==> config.mk <==
export PLATFORM = sky130hd
export DESIGN_NAME = armCtrlTop
export DESIGN_NICKNAME = d
export VERILOG_FILES = /design/src/source/armIsaPkg.sv /design/src/source/ctrlPkg.sv /design/src/source/execCtrlIf.sv /design/src/source/instrDecoder.sv /design/src/source/condCheck.sv /design/src/source/memMask.sv /design/src/source/ctrlPipe.sv /design/src/source/armCtrlTop.sv
export SDC_FILE = /design/constraint.sdc
export NUM_CORES = 1
export LEC_CHECK = 0
export BUFFER_PORTS_ARGS = -buffer_cell sky130_fd_sc_hd__buf_2
export CAP_MARGIN = 20
export CELL_PAD_IN_SITES_DETAIL_PLACEMENT = 1
export CELL_PAD_IN_SITES_GLOBAL_PLACEMENT = 2
export CORE_UTILIZATION = 29
export CTS_CLUSTER_SIZE = 40
export DETAILED_ROUTE_END_ITERATION = 10
export PLACE_DENSITY_LB_ADDON = 0.15
export SLEW_MARGIN = 10
export SYNTH_ARGS = -nofsm -noshare
export SYNTH_HDL_FRONTEND = slang
export SYNTH_SLANG_ARGS = --single-unit
export TNS_END_PERCENT = 20
==> constraint.sdc <==
create_clock -name clk -period 2.8 [get_ports clk]
set_clock_uncertainty 0.05 [all_clocks]
set_input_delay 0.14 -clock clk [delete_from_list [all_inputs] [get_ports clk]]
set_output_delay 0.14 -clock clk [all_outputs]
set_load 0.05 [all_outputs]
==> src/source/armIsaPkg.sv <==
package armIsaPkg;

  // Datapath and instruction word width
  localparam int instrWidth = 32;

  // ====================================================================
  // Instruction field positions
  // ====================================================================
  localparam int condHi  = 31;  // Condition field
  localparam int condLo  = 28;
  localparam int classHi = 27;  // Instruction class
  localparam int classLo = 26;
  localparam int immBit  = 25;  // I bit
  localparam int upBit   = 23;  // U bit adds or subtracts the offset
  localparam int byteBit = 22;  // B bit selects a byte transfer
  localparam int sBit    = 20;  // S bit on data processing
  localparam int loadBit = 20;  // L bit on load/store shares the S position
  localparam int rdHi    = 15;  // Destination register
  localparam int rdLo    = 12;
  localparam int opHi    = 24;  // Data-processing opcode
  localparam int opLo    = 21;

  localparam logic [3:0] pcReg = 4'd15;  // r15 is the PC

  // Class codes in bits 27:26
  localparam logic [1:0] clsDataProc  = 2'b00;
  localparam logic [1:0] clsLoadStore = 2'b01;
  localparam logic [1:0] clsBranch    = 2'b10;

  // Condition codes in architectural encoding
  typedef enum logic [3:0] {
    condEq, condNe, condCs, condCc, condMi, condPl, condVs, condVc,
    condHigh, condLs, condGe, condLt, condGt, condLe, condAl
  } condT;

  // Data-processing opcodes
  typedef enum logic [3:0] {
    opAnd, opEor, opSub, opRsb, opAdd, opAdc, opSbc, opRsc,
    opTst, opTeq, opCmp, opCmn, opOrr, opMov, opBic, opMvn
  } dpOpT;

endpackage

==> src/source/ctrlPkg.sv <==
package ctrlPkg;

  localparam int byteMaskWidth = 4;  // One lane per byte of the data word

  // Flag-write mode, bit 1 updates NZ and bit 0 updates CV
  typedef enum logic [1:0] {
    fwNone = 2'b00,
    fwNz   = 2'b10,  // Logical ops keep C and V
    fwAll  = 2'b11
  } flagWriteT;

  // Register file read selects
  typedef enum logic [1:0] {
    regDefault = 2'b00,  // Rn and Rm from instruction
    regBranch  = 2'b01,  // PC on first read port
    regStore   = 2'b10   // Rd on second port as store data
  } regSrcT;

  // Immediate extension selects
  typedef enum logic [1:0] {
    immDp     = 2'b00,  // 8-bit rotated immediate
    immMem    = 2'b01,  // 12-bit offset
    immBranch = 2'b10   // 24-bit word offset
  } immSrcT;

  typedef struct packed {
    logic n;
    logic z;
    logic c;
    logic v;
  } flagsT;

  // ====================================================================
  // Stage bundles
  // ====================================================================
  typedef struct packed {
    logic                     memWrite;
    logic                     memToReg;
    logic                     regWrite;
    logic                     pcSrc;
    logic [byteMaskWidth-1:0] byteMask;
    logic                     byteAccess;
    logic [1:0]               byteOffset;
    logic                     setFlags;
    flagsT                    flagsNext;
  } memStageT;

  typedef struct packed {
    logic       memToReg;
    logic       regWrite;
    logic       pcSrc;
    logic       byteAccess;  // Byte load aligner enable
    logic [1:0] byteOffset;
    logic       setFlags;
    flagsT      flagsNext;
  } wbStageT;

endpackage

==> src/source/execCtrlIf.sv <==
`timescale 1ns/1ps

interface execCtrlIf;

  // Decoded control registered into execute
  armIsaPkg::condT    cond;
  logic               regWrite;
  logic               memWrite;
  logic               memToReg;
  logic               branch;
  logic               pcSrc;
  ctrlPkg::flagWriteT flagWrite;
  logic               byteAccess;
  logic               store;

  ctrlPkg::flagsT     flagsE;     // Forwarded flags seen by execute
  logic               condEx;     // Condition passed
  ctrlPkg::flagsT     flagsNext;  // Flags after this instruction
  logic               setFlags;

  modport decoder (
    output cond, regWrite, memWrite, memToReg, branch, pcSrc, flagWrite, byteAccess, store
  );

  modport check (input cond, flagWrite, flagsE, output condEx, flagsNext, setFlags);

  modport mask (input byteAccess, store);

  modport pipe (
    input  regWrite, memWrite, memToReg, branch, pcSrc, byteAccess, condEx, flagsNext,
    input  setFlags,
    output flagsE
  );

endinterface

==> src/source/instrDecoder.sv <==
`timescale 1ns/1ps

module instrDecoder (
  input  logic                             clk,
  input  logic                             rst,
  input  logic [armIsaPkg::instrWidth-1:0] instrD,
  input  logic                             stallE,
  input  logic                             flushE,
  output ctrlPkg::regSrcT                  regSrcD,
  output ctrlPkg::immSrcT                  immSrcD,
  output logic                             aluSrcE,
  output armIsaPkg::dpOpT                  aluControlE,
  output logic                             pcSrcD,
  execCtrlIf.decoder                       ex
);

  armIsaPkg::dpOpT    opcode;
  armIsaPkg::dpOpT    aluControlD;
  ctrlPkg::flagWriteT flagWriteD;
  logic               arithOp;     // Opcode produces C and V
  logic               testOp;      // Opcode writes flags only
  logic               rdIsPc;
  logic               aluSrcD;
  logic               regWriteD;
  logic               memWriteD;
  logic               memToRegD;
  logic               branchD;
  logic               byteAccessD;
  logic               storeD;

  assign opcode = armIsaPkg::dpOpT'(instrD[armIsaPkg::opHi:armIsaPkg::opLo]);
  assign rdIsPc = (instrD[armIsaPkg::rdHi:armIsaPkg::rdLo] == armIsaPkg::pcReg);

  // Opcode groups
  always_comb begin
    arithOp = 1'b0;
    testOp  = 1'b0;
    case (opcode)
      armIsaPkg::opSub, armIsaPkg::opRsb, armIsaPkg::opAdd,
      armIsaPkg::opAdc, armIsaPkg::opSbc, armIsaPkg::opRsc: arithOp = 1'b1;
      armIsaPkg::opCmp, armIsaPkg::opCmn: begin
        arithOp = 1'b1;
        testOp  = 1'b1;
      end
      armIsaPkg::opTst, armIsaPkg::opTeq: testOp = 1'b1;
      armIsaPkg::opAnd, armIsaPkg::opEor, armIsaPkg::opOrr,
      armIsaPkg::opMov, armIsaPkg::opBic, armIsaPkg::opMvn: arithOp = 1'b0;  // Logical
      default: arithOp = 1'b0;
    endcase
  end

  // ====================================================================
  // Decode stage control
  // ====================================================================
  always_comb begin
    regSrcD     = ctrlPkg::regDefault;
    immSrcD     = ctrlPkg::immDp;
    aluSrcD     = 1'b0;
    aluControlD = armIsaPkg::opAdd;  // Address and target arithmetic
    regWriteD   = 1'b0;
    memWriteD   = 1'b0;
    memToRegD   = 1'b0;
    branchD     = 1'b0;
    flagWriteD  = ctrlPkg::fwNone;
    byteAccessD = 1'b0;
    storeD      = 1'b0;
    case (instrD[armIsaPkg::classHi:armIsaPkg::classLo])
      armIsaPkg::clsDataProc: begin
        aluSrcD     = instrD[armIsaPkg::immBit];  // Immediate form
        aluControlD = opcode;                     // ALU takes the opcode as is
        regWriteD   = ~testOp;
        if (instrD[armIsaPkg::sBit]) begin
          if (arithOp) begin
            flagWriteD = ctrlPkg::fwAll;
          end else begin
            flagWriteD = ctrlPkg::fwNz;
          end
        end
      end
      armIsaPkg::clsLoadStore: begin
        immSrcD     = ctrlPkg::immMem;
        aluSrcD     = ~instrD[armIsaPkg::immBit];  // I clear selects 12-bit offset
        byteAccessD = instrD[armIsaPkg::byteBit];
        if (!instrD[armIsaPkg::upBit]) begin
          aluControlD = armIsaPkg::opSub;  // Rn minus offset
        end
        if (instrD[armIsaPkg::loadBit]) begin
          regWriteD = 1'b1;
          memToRegD = 1'b1;
        end else begin
          regSrcD   = ctrlPkg::regStore;
          memWriteD = 1'b1;
          storeD    = 1'b1;
        end
      end
      armIsaPkg::clsBranch: begin
        regSrcD = ctrlPkg::regBranch;  // PC + offset
        immSrcD = ctrlPkg::immBranch;
        aluSrcD = 1'b1;
        branchD = 1'b1;
      end
      default: branchD = 1'b0;  // Coprocessor and SWI space decode as no-op
    endcase
  end

  // Branches and any register write to r15 redirect fetch
  assign pcSrcD = branchD | (regWriteD & rdIsPc);

  // ====================================================================
  // Decode to execute register
  // ====================================================================
  always_ff @(posedge clk) begin
    if (rst || flushE) begin  // Bubble
      ex.regWrite   <= 1'b0;
      ex.memWrite   <= 1'b0;
      ex.memToReg   <= 1'b0;
      ex.branch     <= 1'b0;
      ex.pcSrc      <= 1'b0;
      ex.flagWrite  <= ctrlPkg::fwNone;
      ex.byteAccess <= 1'b0;
      ex.store      <= 1'b0;
    end else if (!stallE) begin
      ex.regWrite   <= regWriteD;
      ex.memWrite   <= memWriteD;
      ex.memToReg   <= memToRegD;
      ex.branch     <= branchD;
      ex.pcSrc      <= pcSrcD;
      ex.flagWrite  <= flagWriteD;
      ex.byteAccess <= byteAccessD;
      ex.store      <= storeD;
    end
  end

  // Payload registers follow stallE only
  always_ff @(posedge clk) begin
    if (!stallE) begin
      ex.cond     <= armIsaPkg::condT'(instrD[armIsaPkg::condHi:armIsaPkg::condLo]);
      aluSrcE     <= aluSrcD;
      aluControlE <= aluControlD;
    end
  end

endmodule

==> src/source/condCheck.sv <==
`timescale 1ns/1ps

module condCheck (
  input  ctrlPkg::flagsT aluFlagsE,
  execCtrlIf.check       ex
);

  // Standard condition table on forwarded NZCV
  always_comb begin
    case (ex.cond)
      armIsaPkg::condEq:   ex.condEx = ex.flagsE.z;
      armIsaPkg::condNe:   ex.condEx = ~ex.flagsE.z;
      armIsaPkg::condCs:   ex.condEx = ex.flagsE.c;
      armIsaPkg::condCc:   ex.condEx = ~ex.flagsE.c;
      armIsaPkg::condMi:   ex.condEx = ex.flagsE.n;
      armIsaPkg::condPl:   ex.condEx = ~ex.flagsE.n;
      armIsaPkg::condVs:   ex.condEx = ex.flagsE.v;
      armIsaPkg::condVc:   ex.condEx = ~ex.flagsE.v;
      armIsaPkg::condHigh: ex.condEx = ex.flagsE.c & ~ex.flagsE.z;  // Unsigned higher
      armIsaPkg::condLs:   ex.condEx = ~ex.flagsE.c | ex.flagsE.z;
      armIsaPkg::condGe:   ex.condEx = (ex.flagsE.n == ex.flagsE.v);  // Signed compares
      armIsaPkg::condLt:   ex.condEx = (ex.flagsE.n != ex.flagsE.v);
      armIsaPkg::condGt:   ex.condEx = ~ex.flagsE.z & (ex.flagsE.n == ex.flagsE.v);
      armIsaPkg::condLe:   ex.condEx = ex.flagsE.z | (ex.flagsE.n != ex.flagsE.v);
      armIsaPkg::condAl:   ex.condEx = 1'b1;
      default:             ex.condEx = 1'b0;  // 1111 space never executes here
    endcase
  end

  // Merge new ALU flags by write mode
  always_comb begin
    case (ex.flagWrite)
      ctrlPkg::fwAll: ex.flagsNext = aluFlagsE;
      ctrlPkg::fwNz: begin
        ex.flagsNext   = ex.flagsE;  // C and V held
        ex.flagsNext.n = aluFlagsE.n;
        ex.flagsNext.z = aluFlagsE.z;
      end
      default: ex.flagsNext = ex.flagsE;
    endcase
  end

  // Failed condition leaves the flags alone
  assign ex.setFlags = (ex.flagWrite != ctrlPkg::fwNone) & ex.condEx;

endmodule

==> src/source/memMask.sv <==
`timescale 1ns/1ps

module memMask (
  input  logic [1:0]                        addrLowE,
  output logic [ctrlPkg::byteMaskWidth-1:0] byteMaskE,
  output logic [1:0]                        byteOffsetE,
  execCtrlIf.mask                           ex
);

  // Lane enables, little-endian lane order
  always_comb begin
    if (ex.byteAccess) begin
      byteMaskE           = '0;
      byteMaskE[addrLowE] = 1'b1;  // Single lane at the byte address
    end else begin
      byteMaskE = '1;  // Word access
    end
  end

  // Offset for the writeback load aligner
  // Stores need no alignment so they carry zero
  assign byteOffsetE = ex.store ? 2'b00 : addrLowE;

endmodule

==> src/source/ctrlPipe.sv <==
`timescale 1ns/1ps

module ctrlPipe (
  input  logic                              clk,
  input  logic                              rst,
  input  logic                              stallM,
  input  logic                              stallW,
  input  logic                              flushW,
  input  logic [ctrlPkg::byteMaskWidth-1:0] byteMaskE,
  input  logic [1:0]                        byteOffsetE,
  input  logic                              pcSrcD,
  output logic                              branchTakenE,
  output logic                              memWriteM,
  output logic                              memToRegM,
  output logic                              regWriteM,
  output logic [ctrlPkg::byteMaskWidth-1:0] byteMaskM,
  output logic                              memToRegW,
  output logic                              regWriteW,
  output logic                              pcSrcW,
  output logic                              byteLoadW,
  output logic [1:0]                        byteOffsetW,
  output ctrlPkg::flagsT                    flags,
  output logic                              pcWrPendingF,
  execCtrlIf.pipe                           ex
);

  ctrlPkg::memStageT memE;  // Execute results headed to memory
  ctrlPkg::memStageT memQ;
  ctrlPkg::wbStageT  wbD;
  ctrlPkg::wbStageT  wbQ;

  // ====================================================================
  // Execute, condition gating
  // ====================================================================
  assign branchTakenE = ex.branch & ex.condEx;

  always_comb begin
    memE.memWrite   = ex.memWrite & ex.condEx;
    memE.memToReg   = ex.memToReg;
    memE.regWrite   = ex.regWrite & ex.condEx;
    memE.pcSrc      = ex.pcSrc & ex.condEx;
    memE.byteMask   = byteMaskE;
    memE.byteAccess = ex.byteAccess;
    memE.byteOffset = byteOffsetE;
    memE.setFlags   = ex.setFlags;  // Already gated by condCheck
    memE.flagsNext  = ex.flagsNext;
  end

  // Youngest pending flag write wins
  assign ex.flagsE = memQ.setFlags ? memQ.flagsNext :
                     wbQ.setFlags  ? wbQ.flagsNext  : flags;

  // ====================================================================
  // Memory and writeback registers
  // ====================================================================
  always_ff @(posedge clk) begin
    if (rst) begin
      memQ <= '0;
    end else if (!stallM) begin  // No flush in memory
      memQ <= memE;
    end
  end

  always_comb begin
    wbD.memToReg   = memQ.memToReg;
    wbD.regWrite   = memQ.regWrite;
    wbD.pcSrc      = memQ.pcSrc;
    wbD.byteAccess = memQ.byteAccess;
    wbD.byteOffset = memQ.byteOffset;
    wbD.setFlags   = memQ.setFlags;
    wbD.flagsNext  = memQ.flagsNext;
  end

  always_ff @(posedge clk) begin
    if (rst || flushW) begin
      wbQ <= '0;
    end else if (!stallW) begin
      wbQ <= wbD;
    end
  end

  // Architectural NZCV, updated as writeback retires
  always_ff @(posedge clk) begin
    if (rst) begin
      flags <= '0;
    end else if (wbQ.setFlags && !stallW) begin
      flags <= wbQ.flagsNext;
    end
  end

  assign memWriteM = memQ.memWrite;
  assign memToRegM = memQ.memToReg;
  assign regWriteM = memQ.regWrite;
  assign byteMaskM = memQ.byteMask;

  assign memToRegW   = wbQ.memToReg;
  assign regWriteW   = wbQ.regWrite;
  assign pcSrcW      = wbQ.pcSrc;
  assign byteLoadW   = wbQ.byteAccess;
  assign byteOffsetW = wbQ.byteOffset;

  // PC write somewhere ahead of writeback, fetch must hold
  assign pcWrPendingF = pcSrcD | ex.pcSrc | memQ.pcSrc;

endmodule

==> src/source/armCtrlTop.sv <==
`timescale 1ns/1ps

module armCtrlTop (
  input  logic                              clk,
  input  logic                              rst,
  input  logic [armIsaPkg::instrWidth-1:0]  instrD,
  input  ctrlPkg::flagsT                    aluFlagsE,
  input  logic [1:0]                        addrLowE,
  input  logic                              stallE,
  input  logic                              flushE,
  input  logic                              stallM,
  input  logic                              stallW,
  input  logic                              flushW,
  output ctrlPkg::regSrcT                   regSrcD,
  output ctrlPkg::immSrcT                   immSrcD,
  output logic                              aluSrcE,
  output armIsaPkg::dpOpT                   aluControlE,
  output logic                              branchTakenE,
  output logic                              memWriteM,
  output logic                              memToRegM,
  output logic                              regWriteM,
  output logic [ctrlPkg::byteMaskWidth-1:0] byteMaskM,
  output logic                              memToRegW,
  output logic                              regWriteW,
  output logic                              pcSrcW,
  output logic                              byteLoadW,
  output logic [1:0]                        byteOffsetW,
  output ctrlPkg::flagsT                    flags,
  output logic                              pcWrPendingF
);

  logic                              pcSrcD;
  logic [ctrlPkg::byteMaskWidth-1:0] byteMaskE;
  logic [1:0]                        byteOffsetE;

  execCtrlIf exIf ();  // Execute-stage control bundle

  // Decode stage and D/E register
  instrDecoder uDecoder (
    .clk         (clk),
    .rst         (rst),
    .instrD      (instrD),
    .stallE      (stallE),
    .flushE      (flushE),
    .regSrcD     (regSrcD),
    .immSrcD     (immSrcD),
    .aluSrcE     (aluSrcE),
    .aluControlE (aluControlE),
    .pcSrcD      (pcSrcD),
    .ex          (exIf.decoder)
  );

  // Execute stage parts working side by side
  condCheck uCond (
    .aluFlagsE (aluFlagsE),
    .ex        (exIf.check)
  );

  memMask uMask (
    .addrLowE    (addrLowE),
    .byteMaskE   (byteMaskE),
    .byteOffsetE (byteOffsetE),
    .ex          (exIf.mask)
  );

  // Condition gating plus M and W registers and the flag register
  ctrlPipe uPipe (
    .clk          (clk),
    .rst          (rst),
    .stallM       (stallM),
    .stallW       (stallW),
    .flushW       (flushW),
    .byteMaskE    (byteMaskE),
    .byteOffsetE  (byteOffsetE),
    .pcSrcD       (pcSrcD),
    .branchTakenE (branchTakenE),
    .memWriteM    (memWriteM),
    .memToRegM    (memToRegM),
    .regWriteM    (regWriteM),
    .byteMaskM    (byteMaskM),
    .memToRegW    (memToRegW),
    .regWriteW    (regWriteW),
    .pcSrcW       (pcSrcW),
    .byteLoadW    (byteLoadW),
    .byteOffsetW  (byteOffsetW),
    .flags        (flags),
    .pcWrPendingF (pcWrPendingF),
    .ex           (exIf.pipe)
  );

endmodule

# ---- After elaboration in Yosys (flattened, before gate mapping)
# Cells that the tools add are included.
dict set report totals {
  regBits 48
  latch_bits 0
  mem_bits_rw 0
  mem_bits_ro 0
  in_bits 45
  output_inout_bits 28
  word_cells 124
  memories 0
}
dict set report op_classes {
  n_addsub 0
  mul 0
  div 0
  magnitude_cmp 2
  eq_ne 31
  shifts 0
  muxes 26
  bitwise_logic 19
  n_reduce_logical 10
}
# op count
set ops {}
lappend ops {{== test 4 bit, second input constant} 12}
lappend ops {{== test 4 x 3 -> 1 bit, second input constant} 8}
lappend ops {{== test 4 x 2 -> 1 bit, second input constant} 4}
lappend ops {{one-hot mux 4 bit (2 select lines)} 2}
lappend ops {{one-hot mux 1 bit (15 select lines)} 1}
lappend ops {{2-to-1 mux 4 bit} 3}
lappend ops {{2-to-1 mux 1 bit} 10}
lappend ops {{AND 1 bit} 8}
lappend ops {{2-to-1 mux 2 bit} 4}
lappend ops {{one-hot mux 2 bit (2 select lines)} 2}
lappend ops {{OR reduction 8 bit} 1}
lappend ops {{== test 2 bit, second input constant} 3}
lappend ops {{NOT 1 bit} 6}
lappend ops {{OR 1 bit} 5}
lappend ops {{== test 4 x 1 -> 1 bit, second input constant} 1}
lappend ops {{zero test 4 bit} 1}
lappend ops {{OR reduction 4 bit} 1}
lappend ops {{< comparator 2 x 3 -> 1 bit, second input constant} 1}
lappend ops {{2-to-1 mux 3 bit} 1}
lappend ops {{one-hot mux 1 bit (3 select lines)} 1}
lappend ops {{demux 1 bit (select 2 bit)} 1}
lappend ops {{== test 2 x 1 -> 1 bit, second input constant} 1}
lappend ops {{greater-or-equal comparator 2 x 1 -> 1 bit, second input constant} 1}
lappend ops {{logical AND 1 bit} 2}
lappend ops {{7 further kinds} 8}

# ---- Longest topological paths before layout
# Gate-level depths: netlist (run 1).
dict set report depth {
  ltp_word 9
  ltp_mapped 7
}

# ---- Cells and area by module
# A second synthesis (run 1) with hierarchy kept.
dict set report hier_totals {
  hier_cells 242
  hier_area_um2 2433.6
}
# mod n_inst cells_per_inst area_per_inst_um2 seq_area_each_um2
set by_module_without_submodules {}
lappend by_module_without_submodules {ctrlPipe 1 125 1266.2 620.6}
lappend by_module_without_submodules {instrDecoder 1 68 782.0 430.4}
lappend by_module_without_submodules {condCheck 1 41 350.3 0.0}
lappend by_module_without_submodules {memMask 1 8 35.0 0.0}

# ---- Worst setup path after synthesis (run 1)
# Ideal clock, no wire load.
dict set report synth_timing {
  path_kind {register -> output}
  start {register, netlist name uPipe.flags[2]}
  end {output branchTakenE}
  arrival_time_ns 2.354
  slack_ns 0.256
  path_stages_with_launch 7
  n_path_buf 0
  cell_sequence {dfxtp_1 -> mux2i_1 -> a21oi_1 -> mux2i_1 -> nor3b_1 -> nor4_4 -> nor2b_1}
}
dict set report synth_between {
  elab_chain_len 6
}
# element line
set synth_rtl {}
lappend synth_rtl {{2-to-1 mux 4 bit (*)} ctrlPipe.sv:51} ;# wbQ.setFlags ? wbQ.flagsNext : flags;
lappend synth_rtl {{2-to-1 mux 4 bit (*)} ctrlPipe.sv:50} ;# assign ex.flagsE = memQ.setFlags ? memQ.flagsNext :
lappend synth_rtl {{NOT 1 bit} {condCheck.sv:12, condCheck.sv:19, condCheck.sv:23}}
lappend synth_rtl {{AND 1 bit (on tied branches)} {condCheck.sv:23, condCheck.sv:19}}
lappend synth_rtl {{one-hot mux 1 bit (15 select lines) (*)} condCheck.sv:10} ;# case (ex.cond)
lappend synth_rtl {{AND 1 bit (*)} ctrlPipe.sv:35} ;# assign branchTakenE = ex.branch & ex.condEx;
lappend synth_rtl {{to (decl)} armCtrlTop.sv:18} ;# output logic branchTakenE,
# Every way passes the cells marked *; elsewhere a longest branch is shown, timed or not.

# ---- Final worst setup path (run 1)
dict set report layout_timing {
  start {register uPipe.wbQ[4] (netlist name)}
  end {output branchTakenE}
}
dict set report layout_between {
  elab_chain_len 6
}
# element line
set layout_rtl {}
lappend layout_rtl {{from (decl)} ctrlPipe.sv:30} ;# ctrlPkg::wbStageT wbQ;
lappend layout_rtl {{from (signal assigned)} ctrlPipe.sv:78} ;# wbQ <= wbD;
lappend layout_rtl {{2-to-1 mux 4 bit (*)} ctrlPipe.sv:51}
lappend layout_rtl {{2-to-1 mux 4 bit (*)} ctrlPipe.sv:50}
lappend layout_rtl {{inequality test 1 bit, or another cell as far along} {condCheck.sv:22, condCheck.sv:24}}
lappend layout_rtl {{OR 1 bit, or another cell as far along} condCheck.sv:24} ;# armIsaPkg::condLe: ex.condEx = ex.flagsE.z | (ex.flagsE.n != ex.flagsE.v);
lappend layout_rtl {{one-hot mux 1 bit (15 select lines) (*)} condCheck.sv:10}
lappend layout_rtl {{AND 1 bit (*)} ctrlPipe.sv:35}
# Marks and branches as above.

==> results by group, run 1 <==
Synth
  • Number of synthesized flops with an enable pin: 9
  • Post-synth cell types: 42
  • Async S/R FF share, synth: 0%
  • Post-Synth XOR/XNOR Area: about 1.1%
  • Mux contribution to synthesized area: 13.5%
  • Commonest register cell after synthesis: dfxtp_1
  • Syn Inst Count: 252
  • Largest family of logic cells by synthesized area: simple AND/OR/NAND/NOR gates
  • Post-Synth Adder-Cell Area: 0%
  • Mapped Area: 2320 um^2
  • #FFs+latches synth: 48
  • Synth warn: 0
  • Register area share after synthesis: a little under half
  • Post-synthesis compound-gate area fraction: a little under an eighth
  • Avg Cell Area, Syn: roughly 9.2 um^2
  • Simple-Gate Fraction of Synth Area: 21.4%
  • Syn_nets: 297

Detailed routing
  • WL met3: between 200 and 250 um
  • Drt via density: 4.66
  • M1 wire length: between 2000 and 3000 um
  • Routed Antenna Nets: 0
  • Met2 wire len: 2690 um
  • Routed WL: 5650 um
  • Routed len/inst: between 10 and 15 um
  • Pre-antenna DRT Iters: 4
  • Max Used Layer: met4
  • Number of DRC markers in iteration 0: 32
  • # DRC: 0
  • DR vias: roughly 1900

Pwr
  • VDD IR-drop max: 0.000170 V
  • Leakage: around 0.0011 uW
  • Pint: 968 uW
  • Sw frac: between 20% and 30%
  • Sequential share of power: 54.9%
  • Pwr dens: 499 nW/um^2
  • Switching pwr: 387 uW
  • Power share of the clock group: 29.8%
  • Logic pwr share: 15.3%

STA
  • Minimum clock period: 2.61 ns
  • Setup_tns: 0 ns
  • Max Fclk: 383 MHz
  • Max transition margin: a little under two thirds
  • Max-slew violations: 0
  • Worst Tran Pin Value: 0.531 ns
  • Finish-stage setup viols: 0
  • RSZ-0062 raised after global routing: false
  • Hold Vio Cnt, Final: 0
  • Share of the clock period used by the worst path after layout: 93.2%

Finish
  • Antenna Cells: 0
  • Fraction of layout cells with a size suffix above 1: 27.5%
  • Final #Nets: 340
  • P&R area growth vs syn: 17.2%
  • FILL cells: 928
  • Post-layout util: between 30% and 40%

Setup path
  • CP max stage delay: around 0.55 ns
  • WS Path Type: reg -> out
  • Critical Path End Type: output pin
  • CP max-delay cell: or4_4
  • Nature of the critical path startpoint: flip-flop
  • Crit path max fanout: 7
  • Cell family with most CP delay: simple AND/OR/NAND/NOR gates
  • CP Data Arrival Time: between 2 and 2.5 ns
  • CP cell instances: mux2_4 > mux2i_4 > nor4_1 > or4_4 > nor4_4 > nor2b_1 > buf_2
  • WP data required: 2.61 ns
  • Buf/Inv on CP: 1

Die
  • Total core area: 7730 um^2
  • Top-Level Pins: 73
  • Die ar.: 8350 um^2
  • Die height: approximately 90 um
  • Die X-Extent: 91.4 um
  • # rows: 32
  • Initial Util: 30.0%

GRT
  • Global-route wire length before repair: 9530 um
  • GR Util All Layers: 14.5%
  • Largest net degree at the start of global routing: 28
  • Initial antenna violation count: 0
  • Vias in the first global route: 1859
  • Global route overflow: 0

Clock network
  • H-tree level count: 2
  • CTS Root Buffer Type: clkbuf_8
  • Cts bufs inserted: 5
  • Reg clk slew, reported paths: 0.09 ns
  • Clock buffer depth: 2
  • Post-CTS Setup Bufs: 0
  • Quantity of gates resized following cts: 0
  • Clock net sink count: 48
  • CTS tree: built
  • Worst skew pair latency: 0.30 ns

Place
  • I/O Buffers: 56
  • Post-DP HPWL: about 4000 um
  • Routability Congestion: 0.726

Hold path
  • Worst min path class: in -> reg

Flow run
  • Max-cap violation count: 0

Outcome
  • Outcome: finished, final reports clean
==> worst paths after layout <==
check,from,to,slack (ns),depth (start not counted)
max,uPipe.wbQ[4],branchTakenE,0.19,7
min,instrD[21],uDecoder.aluControlE[0],0.07,2
max reg2reg,uPipe.wbQ[4],uPipe.memQ[12],0.54,7
min reg2reg,uPipe.memWriteM,uPipe.memWriteM,0.42,2
==> layer usage <==
| layer | vias up | global-route usage, % |
|---|---|---|
| met3 | 4 | 3.18 |
| li1 | 939 | - |
| met2 | 32 | 23.4 |
| met4 | 0 | 4.37 |
| met5 | - | 0 |
| met1 | 877 | 19.3 |
==> cells in the mapped netlist, types with 2 or more instances <==
| library cell | number | area (um^2) |
|---|---|---|
| nor2_1 | 40 | 150 |
| dfxtp_1 | 39 | 781 |
| a21oi_1 | 24 | 120 |
| mux2i_1 | 20 | 200 |
| nand2_1 | 20 | 75.1 |
| clkbuf_1 | 11 | 41.3 |
| buf_4 | 9 | 67.6 |
| edfxtp_1 | 9 | 270 |
| nor2b_1 | 7 | 43.8 |
| nand2b_1 | 6 | 37.5 |
| nor3_1 | 6 | 30.0 |
| inv_1 | 5 | 18.8 |
| o21ai_0 | 5 | 25.0 |
| buf_2 | 4 | 20.0 |
| o22ai_1 | 4 | 25.0 |
| mux2_4 | 3 | 45.0 |
| mux2i_4 | 3 | 67.6 |
| or2_2 | 3 | 18.8 |
| or3b_2 | 3 | 26.3 |
| a22oi_1 | 2 | 15.0 |
| a311oi_1 | 2 | 17.5 |
| and2_1 | 2 | 12.5 |
| and3_1 | 2 | 12.5 |
| nand3_1 | 2 | 10.0 |
| nor3b_1 | 2 | 15.0 |
| nor4_1 | 2 | 12.5 |
| xor2_1 | 2 | 17.5 |
==> cell families (layout without fill, tap and decap cells) <==
group | after synthesis | after routing
mux | 26 | 26
compound gates | 43 | 43
simple gates | 100 | 100
buf+inv | 32 | 75
xor+xnor | 3 | 3
flops | 48 | 48
==> registers in the layout, summed over array words and instances, names as in the netlist, 2 cells and up <==
signal	count
uPipe.memQ	9
uPipe.wbQ	5
uDecoder.aluControlE	4
uDecoder.ex.cond	4
uPipe.byteMaskM	4
uPipe.flags	4
uDecoder.ex.flagWrite	2
uPipe.byteOffsetW	2
==> per-stage QoR <==
step           setup WS (ns)  cell area, um^2  total power (uW)  hold WS (ns)  instances
2_1_floorplan          0.256             2320               909         0.189        252
3_3_place_gp           0.481             2590               963         0.267        386
3_5_place_dp           0.493             2590               965         0.268        386
4_1_cts                0.132             2720              1380        0.0594        397
5_1_grt               0.0657             2720              1420        0.0767        397
6_report               0.191             2720              1360        0.0674        397
==> final cells by class <==
type                       count  area [um^2]  share of cell area, %
multi-input combinational    172         1100                   40.5
sequential                    48         1050                   38.7
timing repair buffer          62          335                   12.4
tap                          102          128                   4.70
clock buffer                   5         68.8                   2.53
inverter                       6         22.5                  0.829
clock inverter                 2         11.3                  0.415
==> placed cells by master (no fill, tap or decap), types with 3 or more instances in the layout <==
master	n
mux2_4	3
nor2b_1	7
nor2_1	40
nand2_1	20
dfxtp_1	39
clkbuf_8	5
nand2b_1	6
a21oi_1	24
or3b_2	3
o22ai_1	4
or2_2	3
o21ai_0	5
mux2i_1	20
inv_1	5
edfxtp_1	9
buf_2	56
dlygate4sd3_1	4
nor3_1	6
mux2i_4	3
==> power by group through the flow <==
stage	clock [uW]	sequential, uW	combinational (uW)
after floorplan	0	772	137
after global placement	0	760	203
after detailed placement	0	761	205
after CTS	429	745	210
after global routing	453	748	224
final	404	744	207
==> timing repair <==
| action | in CTS | in global routing |
|---|---|---|
| endpoints found under the setup margin | 0 | 0 |
| hold endpoints to repair | 4 | 0 |
| hold buffers | 4 | 0 |
No activity file was read; power rests on OpenSTA's default activity.
==> run 2: changes to the inputs <==
CORE_UTILIZATION = 31   (was 29)
CTS_BUF_LIST = sky130_fd_sc_hd__clkbuf_8   (was not set)
REMOVE_ABC_BUFFERS = 1   (was not set)
==> results by group, run 2 (synthesized netlist as in run 1, its figures left out) <==
STA
  • Worst setup margin: 0.166 ns (was 0.191 ns)
  • Max Fclk: 380 MHz (was 383 MHz)
  • Max transition margin: 67.6% (was 63.7%)
  • Worst Tran Pin Value: 0.486 ns (was 0.531 ns)
  • Hold Vio Cnt, Final: 0 (unchanged)
  • Worst hold margin: 0.0732 ns (was 0.0674 ns)
  • Minimum clock period: 2.63 ns (was 2.61 ns)
  • RSZ-0062 raised after global routing: false (unchanged)
  • Setup_tns: 0 ns (unchanged)
  • Finish-stage setup viols: 0 (unchanged)
  • Share of the clock period used by the worst path after layout: 94.1% (was 93.2%)
  • Max-slew violations: 0 (unchanged)

Finish
  • Final #Nets: 341 (was 340)
  • Design Area, Final: 2770 um^2 (was 2720 um^2)
  • Multi-input logic area: 1110 um^2 (was 1100 um^2)
  • Max reg flops: 9 (unchanged)
  • FILL cells: 880 (was 928)
  • Largest Register: uPipe.memQ (unchanged)
  • Antenna Cells: 0 (unchanged)
  • Fraction of layout cells with a size suffix above 1: 28.6% (was 27.5%)
  • Most frequent cells in the layout: 56 x buf_2, 40 x nor2_1, 39 x dfxtp_1 (unchanged)
  • Largest registers: uPipe.memQ (9), uPipe.wbQ (5) (unchanged)
  • Commonest non-fill, non-tap cell in the layout: buf_2 (unchanged)
  • Post-layout util: 38.2% (was 35.1%)
  • P&R area growth vs syn: 19.7% (was 17.2%)
  • Reg area: 1050 um^2 (unchanged)

Detailed routing
  • Routed Antenna Nets: 0 (unchanged)
  • Routed len/inst: 13.6 um (was 14.2 um)
  • # DRC: 0 (unchanged)
  • Number of DRC markers in iteration 0: 41 (was 32)
  • DR vias: 1828 (was 1852)
  • WL met3: 185 um (was 204 um)
  • Drt via density: 4.62 (was 4.66)
  • Routed WL: 5390 um (was 5650 um)
  • Met2 wire len: 2610 um (was 2690 um)
  • M1 wire length: 2520 um (was 2710 um)
  • Max Used Layer: met4 (unchanged)
  • Pre-antenna DRT Iters: 4 (unchanged)

Place
  • Routability Congestion: 0.752 (was 0.726)
  • I/O Buffers: 56 (unchanged)
  • Placement-stage cell area: 2600 um^2 (was 2590 um^2)
  • Post-DP HPWL: 3950 um (was 3980 um)
  • Setup WS pre-CTS: 0.459 ns (was 0.493 ns)

Die
  • Top-Level Pins: 73 (unchanged)
  • # rows: 31 (was 32)
  • Initial Util: 31.9% (was 30.0%)
  • Die height: 88.4 um (was 91.4 um)
  • Total core area: 7250 um^2 (was 7730 um^2)
  • Die X-Extent: 88.4 um (was 91.4 um)
  • Die ar.: 7820 um^2 (was 8350 um^2)

Clock network
  • Clock buffer depth: 2 (unchanged)
  • CTS Root Buffer Type: clkbuf_8 (unchanged)
  • Cts bufs inserted: 5 (unchanged)
  • H-tree level count: 2 (unchanged)
  • CTS tree: built (unchanged)
  • Worst skew pair latency: 0.30 ns (about the same)
  • Reg clk slew, reported paths: 0.09 ns (about the same)
  • Clock net sink count: 48 (unchanged)

GRT
  • Vias in the first global route: 1811 (was 1859)
  • Initial antenna violation count: 0 (unchanged)
  • Global route overflow: 0 (unchanged)
  • Global-route wire length before repair: 8850 um (was 9530 um)
  • Largest net degree at the start of global routing: 28 (unchanged)
  • GR Util All Layers: 15.0% (was 14.5%)

Hold path
  • Worst min path class: in -> reg (unchanged)
  • Number of cells on the worst hold path: 3 (was 2)
  • Worst Hold Launch: addrLowE[1] (was instrD[21])
  • Hold worst-path end: uPipe.memQ[6] (was uDecoder.aluControlE[0])

Setup path
  • Nature of the critical path startpoint: flip-flop (unchanged)
  • Buf/Inv on CP: 1 (unchanged)
  • Cell family with most CP delay: simple AND/OR/NAND/NOR gates (unchanged)
  • Crit path max fanout: 7 (unchanged)
  • CP max stage delay: 0.55 ns (about the same)
  • Critical Path End Type: output pin (unchanged)
  • Reg2Reg Capture Point: uPipe.memQ[12] (unchanged)
  • CP cell instances: mux2_4 > mux2i_4 > nor4_1 > or4_4 > nor4_4 > nor2b_1 > buf_2 (unchanged)
  • WS Path Type: reg -> out (unchanged)
  • CP Data Arrival Time: 2.44 ns (was 2.42 ns)
  • WP data required: 2.61 ns (about the same)
  • R2r setup slk: 0.51 ns (was 0.54 ns)
  • CP Depth: 7 (unchanged)
  • CP max-delay cell: or4_4 (unchanged)
  • Critical R2R Launch: uPipe.wbQ[4] (unchanged)
  • Reg2reg path depth: 7 (unchanged)

Flow run
  • Max-cap violation count: 0 (unchanged)

Pwr
  • VDD IR-drop max: 0.000166 V (was 0.000170 V)
  • Pwr dens: 535 nW/um^2 (was 499 nW/um^2)
  • Leakage: 0.00115 uW (was 0.00112 uW)

Outcome
  • Outcome: finished, final reports clean (unchanged)
run 2: metal layers:
layer | vias to the layer above | global-route usage (%)
li1 | 948 | -
met1 | 845 | 19.3
met2 | 28 | 24.8
met3 | 7 | 3.64
met4 | 0 | 4.84
met5 | - | 0
run 2: worst min-delay path, stage by stage:
cell and delay [ns]:
buf_2 0.11, a22oi_1 0.06, nor2_1 0.08
run 2: how the worst max path moves through the flow:
| stage | endpoint | startpoint | slack (ns) |
|---|---|---|---|
| after detailed placement | branchTakenE | uPipe.wbQ[4] | 0.46 |
| after global routing | branchTakenE | uPipe.wbQ[4] | 0.04 |
| final | branchTakenE | uPipe.wbQ[4] | 0.17 |
| after floorplan | branchTakenE | uPipe.flags[2] | 0.25 |
| after global placement | branchTakenE | uPipe.wbQ[4] | 0.44 |
| after CTS | branchTakenE | uPipe.wbQ[4] | 0.07 |
run 2: area by class of cell:
type	instances	area share, %
multi-input combinational	172	40.0
inverter	6	0.813
tap	99	4.47
sequential	48	37.9
clock inverter	2	1.40
clock buffer	6	2.98
timing repair buffer	63	12.4
run 2: power by group:
part / switching, uW / total [uW] / internal (uW)
combinational: 135 / 210 / 74.3
clock: 239 / 531 / 292
sequential: 16.5 / 742 / 725
run 2: what timing repair did:
action,4_1_cts,5_1_grt
hold buffers,4,0
setup buffers,0,0
hold endpoints to repair,4,0
setup endpoints to repair,0,1
resized for setup,0,2
run 2: through the flow:
stage | total power (uW) | cells
after CTS | 1510 | 396
after detailed placement | 964 | 384
after global placement | 963 | 384
after floorplan | 880 | 226
final | 1480 | 396
after global routing | 1550 | 396
==> run 3: changes to the inputs <==
CORE_ASPECT_RATIO = 0.5   (was not set)
==> results by group, run 3 (synthesized netlist as in run 1, its figures left out) <==
Finish
  • Fraction of layout cells with a size suffix above 1: 27.9% (was 28.6%)
  • Most frequent cells in the layout: 56 x buf_2, 40 x nor2_1, 38 x dfxtp_1 (was 56 x buf_2, 40 x nor2_1, 39 x dfxtp_1)
  • Post-layout util: 39.5% (was 38.2%)
  • Max reg flops: 9 (unchanged)
  • Largest registers: uPipe.memQ (9), uPipe.wbQ (5) (unchanged)
  • Final #Nets: 341 (unchanged)
  • P&R area growth vs syn: 18.3% (was 19.7%)
  • Antenna Cells: 0 (unchanged)
  • FILL cells: 855 (was 880)
  • Final std cells w/o fill: 389 (was 396)
  • Commonest non-fill, non-tap cell in the layout: buf_2 (unchanged)
  • Largest Register: uPipe.memQ (unchanged)

Die
  • Total core area: 6940 um^2 (was 7250 um^2)
  • # rows: 21 (was 31)
  • Die height: 63.1 um (was 88.4 um)
  • Die ar.: 7840 um^2 (was 7820 um^2)
  • Initial Util: 33.4% (was 31.9%)
  • Top-Level Pins: 73 (unchanged)
  • Die X-Extent: 124 um (was 88.4 um)

Place
  • I/O Buffers: 56 (unchanged)
  • Post-DP HPWL: 3930 um (was 3950 um)
  • Inst Count DP: 375 (was 384)
  • Routability Congestion: 0.710 (was 0.752)

Setup path
  • Crit path max fanout: 11 (was 7)
  • WS Path Type: reg -> out (unchanged)
  • WP data required: 2.61 ns (about the same)
  • CP Data Arrival Time: 2.43 ns (was 2.44 ns)
  • Critical Path End Type: output pin (unchanged)
  • Nature of the critical path startpoint: flip-flop (unchanged)

Detailed routing
  • # DRC: 0 (unchanged)
  • Routed Antenna Nets: 0 (unchanged)
  • Routed len/inst: 13.5 um (was 13.6 um)
  • Number of DRC markers in iteration 0: 99 (was 41)
  • Pre-antenna DRT Iters: 4 (unchanged)
  • Routed WL: 5250 um (was 5390 um)
  • DR vias: 1845 (was 1828)
  • Drt via density: 4.74 (was 4.62)

STA
  • RSZ-0062 raised after global routing: false (unchanged)
  • Share of the clock period used by the worst path after layout: 93.4% (was 94.1%)
  • Worst Tran Pin Value: 0.517 ns (was 0.486 ns)
  • Minimum clock period: 2.62 ns (was 2.63 ns)
  • Setup_tns: 0 ns (unchanged)
  • Finish-stage setup viols: 0 (unchanged)
  • Max Fclk: 382 MHz (was 380 MHz)
  • Max transition margin: 65.5% (was 67.6%)
  • Hold Vio Cnt, Final: 0 (unchanged)
  • Max-slew violations: 0 (unchanged)

GRT
  • GR Util All Layers: 14.4% (was 15.0%)
  • Vias in the first global route: 1869 (was 1811)
  • Largest net degree at the start of global routing: 28 (unchanged)
  • Global-route wire length before repair: 8980 um (was 8850 um)
  • Initial antenna violation count: 0 (unchanged)
  • Global route overflow: 0 (unchanged)

Pwr
  • Pwr dens: 527 nW/um^2 (was 535 nW/um^2)
  • Leakage: 0.00114 uW (was 0.00115 uW)
  • VDD IR-drop max: 0.000167 V (was 0.000166 V)

Clock network
  • Cts bufs inserted: 5 (unchanged)
  • Clock net sink count: 48 (unchanged)
  • Clock buffer depth: 2 (unchanged)
  • H-tree level count: 2 (unchanged)
  • Worst skew pair latency: 0.30 ns (about the same)
  • CTS tree: built (unchanged)
  • Reg clk slew, reported paths: 0.09 ns (about the same)
  • CTS Root Buffer Type: clkbuf_8 (unchanged)

Outcome
  • Outcome: finished, final reports clean (unchanged)

Hold path
  • Worst min path class: in -> reg (unchanged)

Flow run
  • Max-cap violation count: 0 (unchanged)
[run 3: worst max-delay path, cell delays in order (launching register included)]
cell and delay [ns]:
edfxtp_1 0.58, nor2b_1 0.14, a221oi_2 0.28, nor4_1 0.07, or4_4 0.56, nor4_4 0.21
nor2b_1 0.07, buf_2 0.21
[run 3: final cells by class]
type | instances | area, um^2 | area share (%)
Multi-Input combinational cell | 172 | 1100 | 40.1
Inverter | 6 | 22.5 | 0.822
Timing Repair Buffer | 63 | 343 | 12.5
Sequential cell | 48 | 1050 | 38.4
Tap cell | 92 | 115 | 4.20
Clock inverter | 3 | 38.8 | 1.42
Clock buffer | 5 | 68.8 | 2.51
[run 3: final timing paths]
check | startpoint | to | slack (ns) | cells after the start
setup / recovery | uDecoder.ex.cond[1] | branchTakenE | 0.18 | 7
hold reg to reg | uPipe.memWriteM | uPipe.memWriteM | 0.43 | 2
hold / removal | instrD[21] | uDecoder.aluControlE[0] | 0.07 | 2
setup reg to reg | uDecoder.ex.cond[1] | uPipe.regWriteM | 0.54 | 7
[run 3: per-stage QoR]
step | setup slack, ns | area, um^2 | total power (uW) | hold slack [ns]
2_1_floorplan | 0.254 | 2170 | 880 | 0.159
3_3_place_gp | 0.477 | 2570 | 956 | 0.270
3_5_place_dp | 0.448 | 2570 | 961 | 0.269
4_1_cts | 0.0959 | 2720 | 1460 | 0.0603
5_1_grt | 0.0267 | 2740 | 1530 | 0.0539
6_report | 0.184 | 2740 | 1440 | 0.0661
[run 3: repair_timing]
action | CTS | global route
gates resized for setup | 0 | 1
buffers inserted | 0 | 2
setup endpoints to repair | 0 | 1
endpoints found under the hold margin | 4 | 0
hold buffers | 4 | 0
[run 3: report_power, final]
group	leakage (uW)	switching [uW]	internal (uW)
Clock	0.0000593	233	262
Combinational	0.000678	131	73.3
Sequential	0.000405	19.6	725
[run 3: layer usage]
| metal | share of wire (%) | global-route usage [%] | up-vias |
|---|---|---|---|
| li1 | - | - | 943 |
| met1 | 51 | 19.2 | 873 |
| met2 | 45 | 22.7 | 25 |
| met3 | 4.1 | 4.50 | 4 |
| met4 | 0.48 | 3.16 | 0 |
| met5 | 0 | 0 | - |
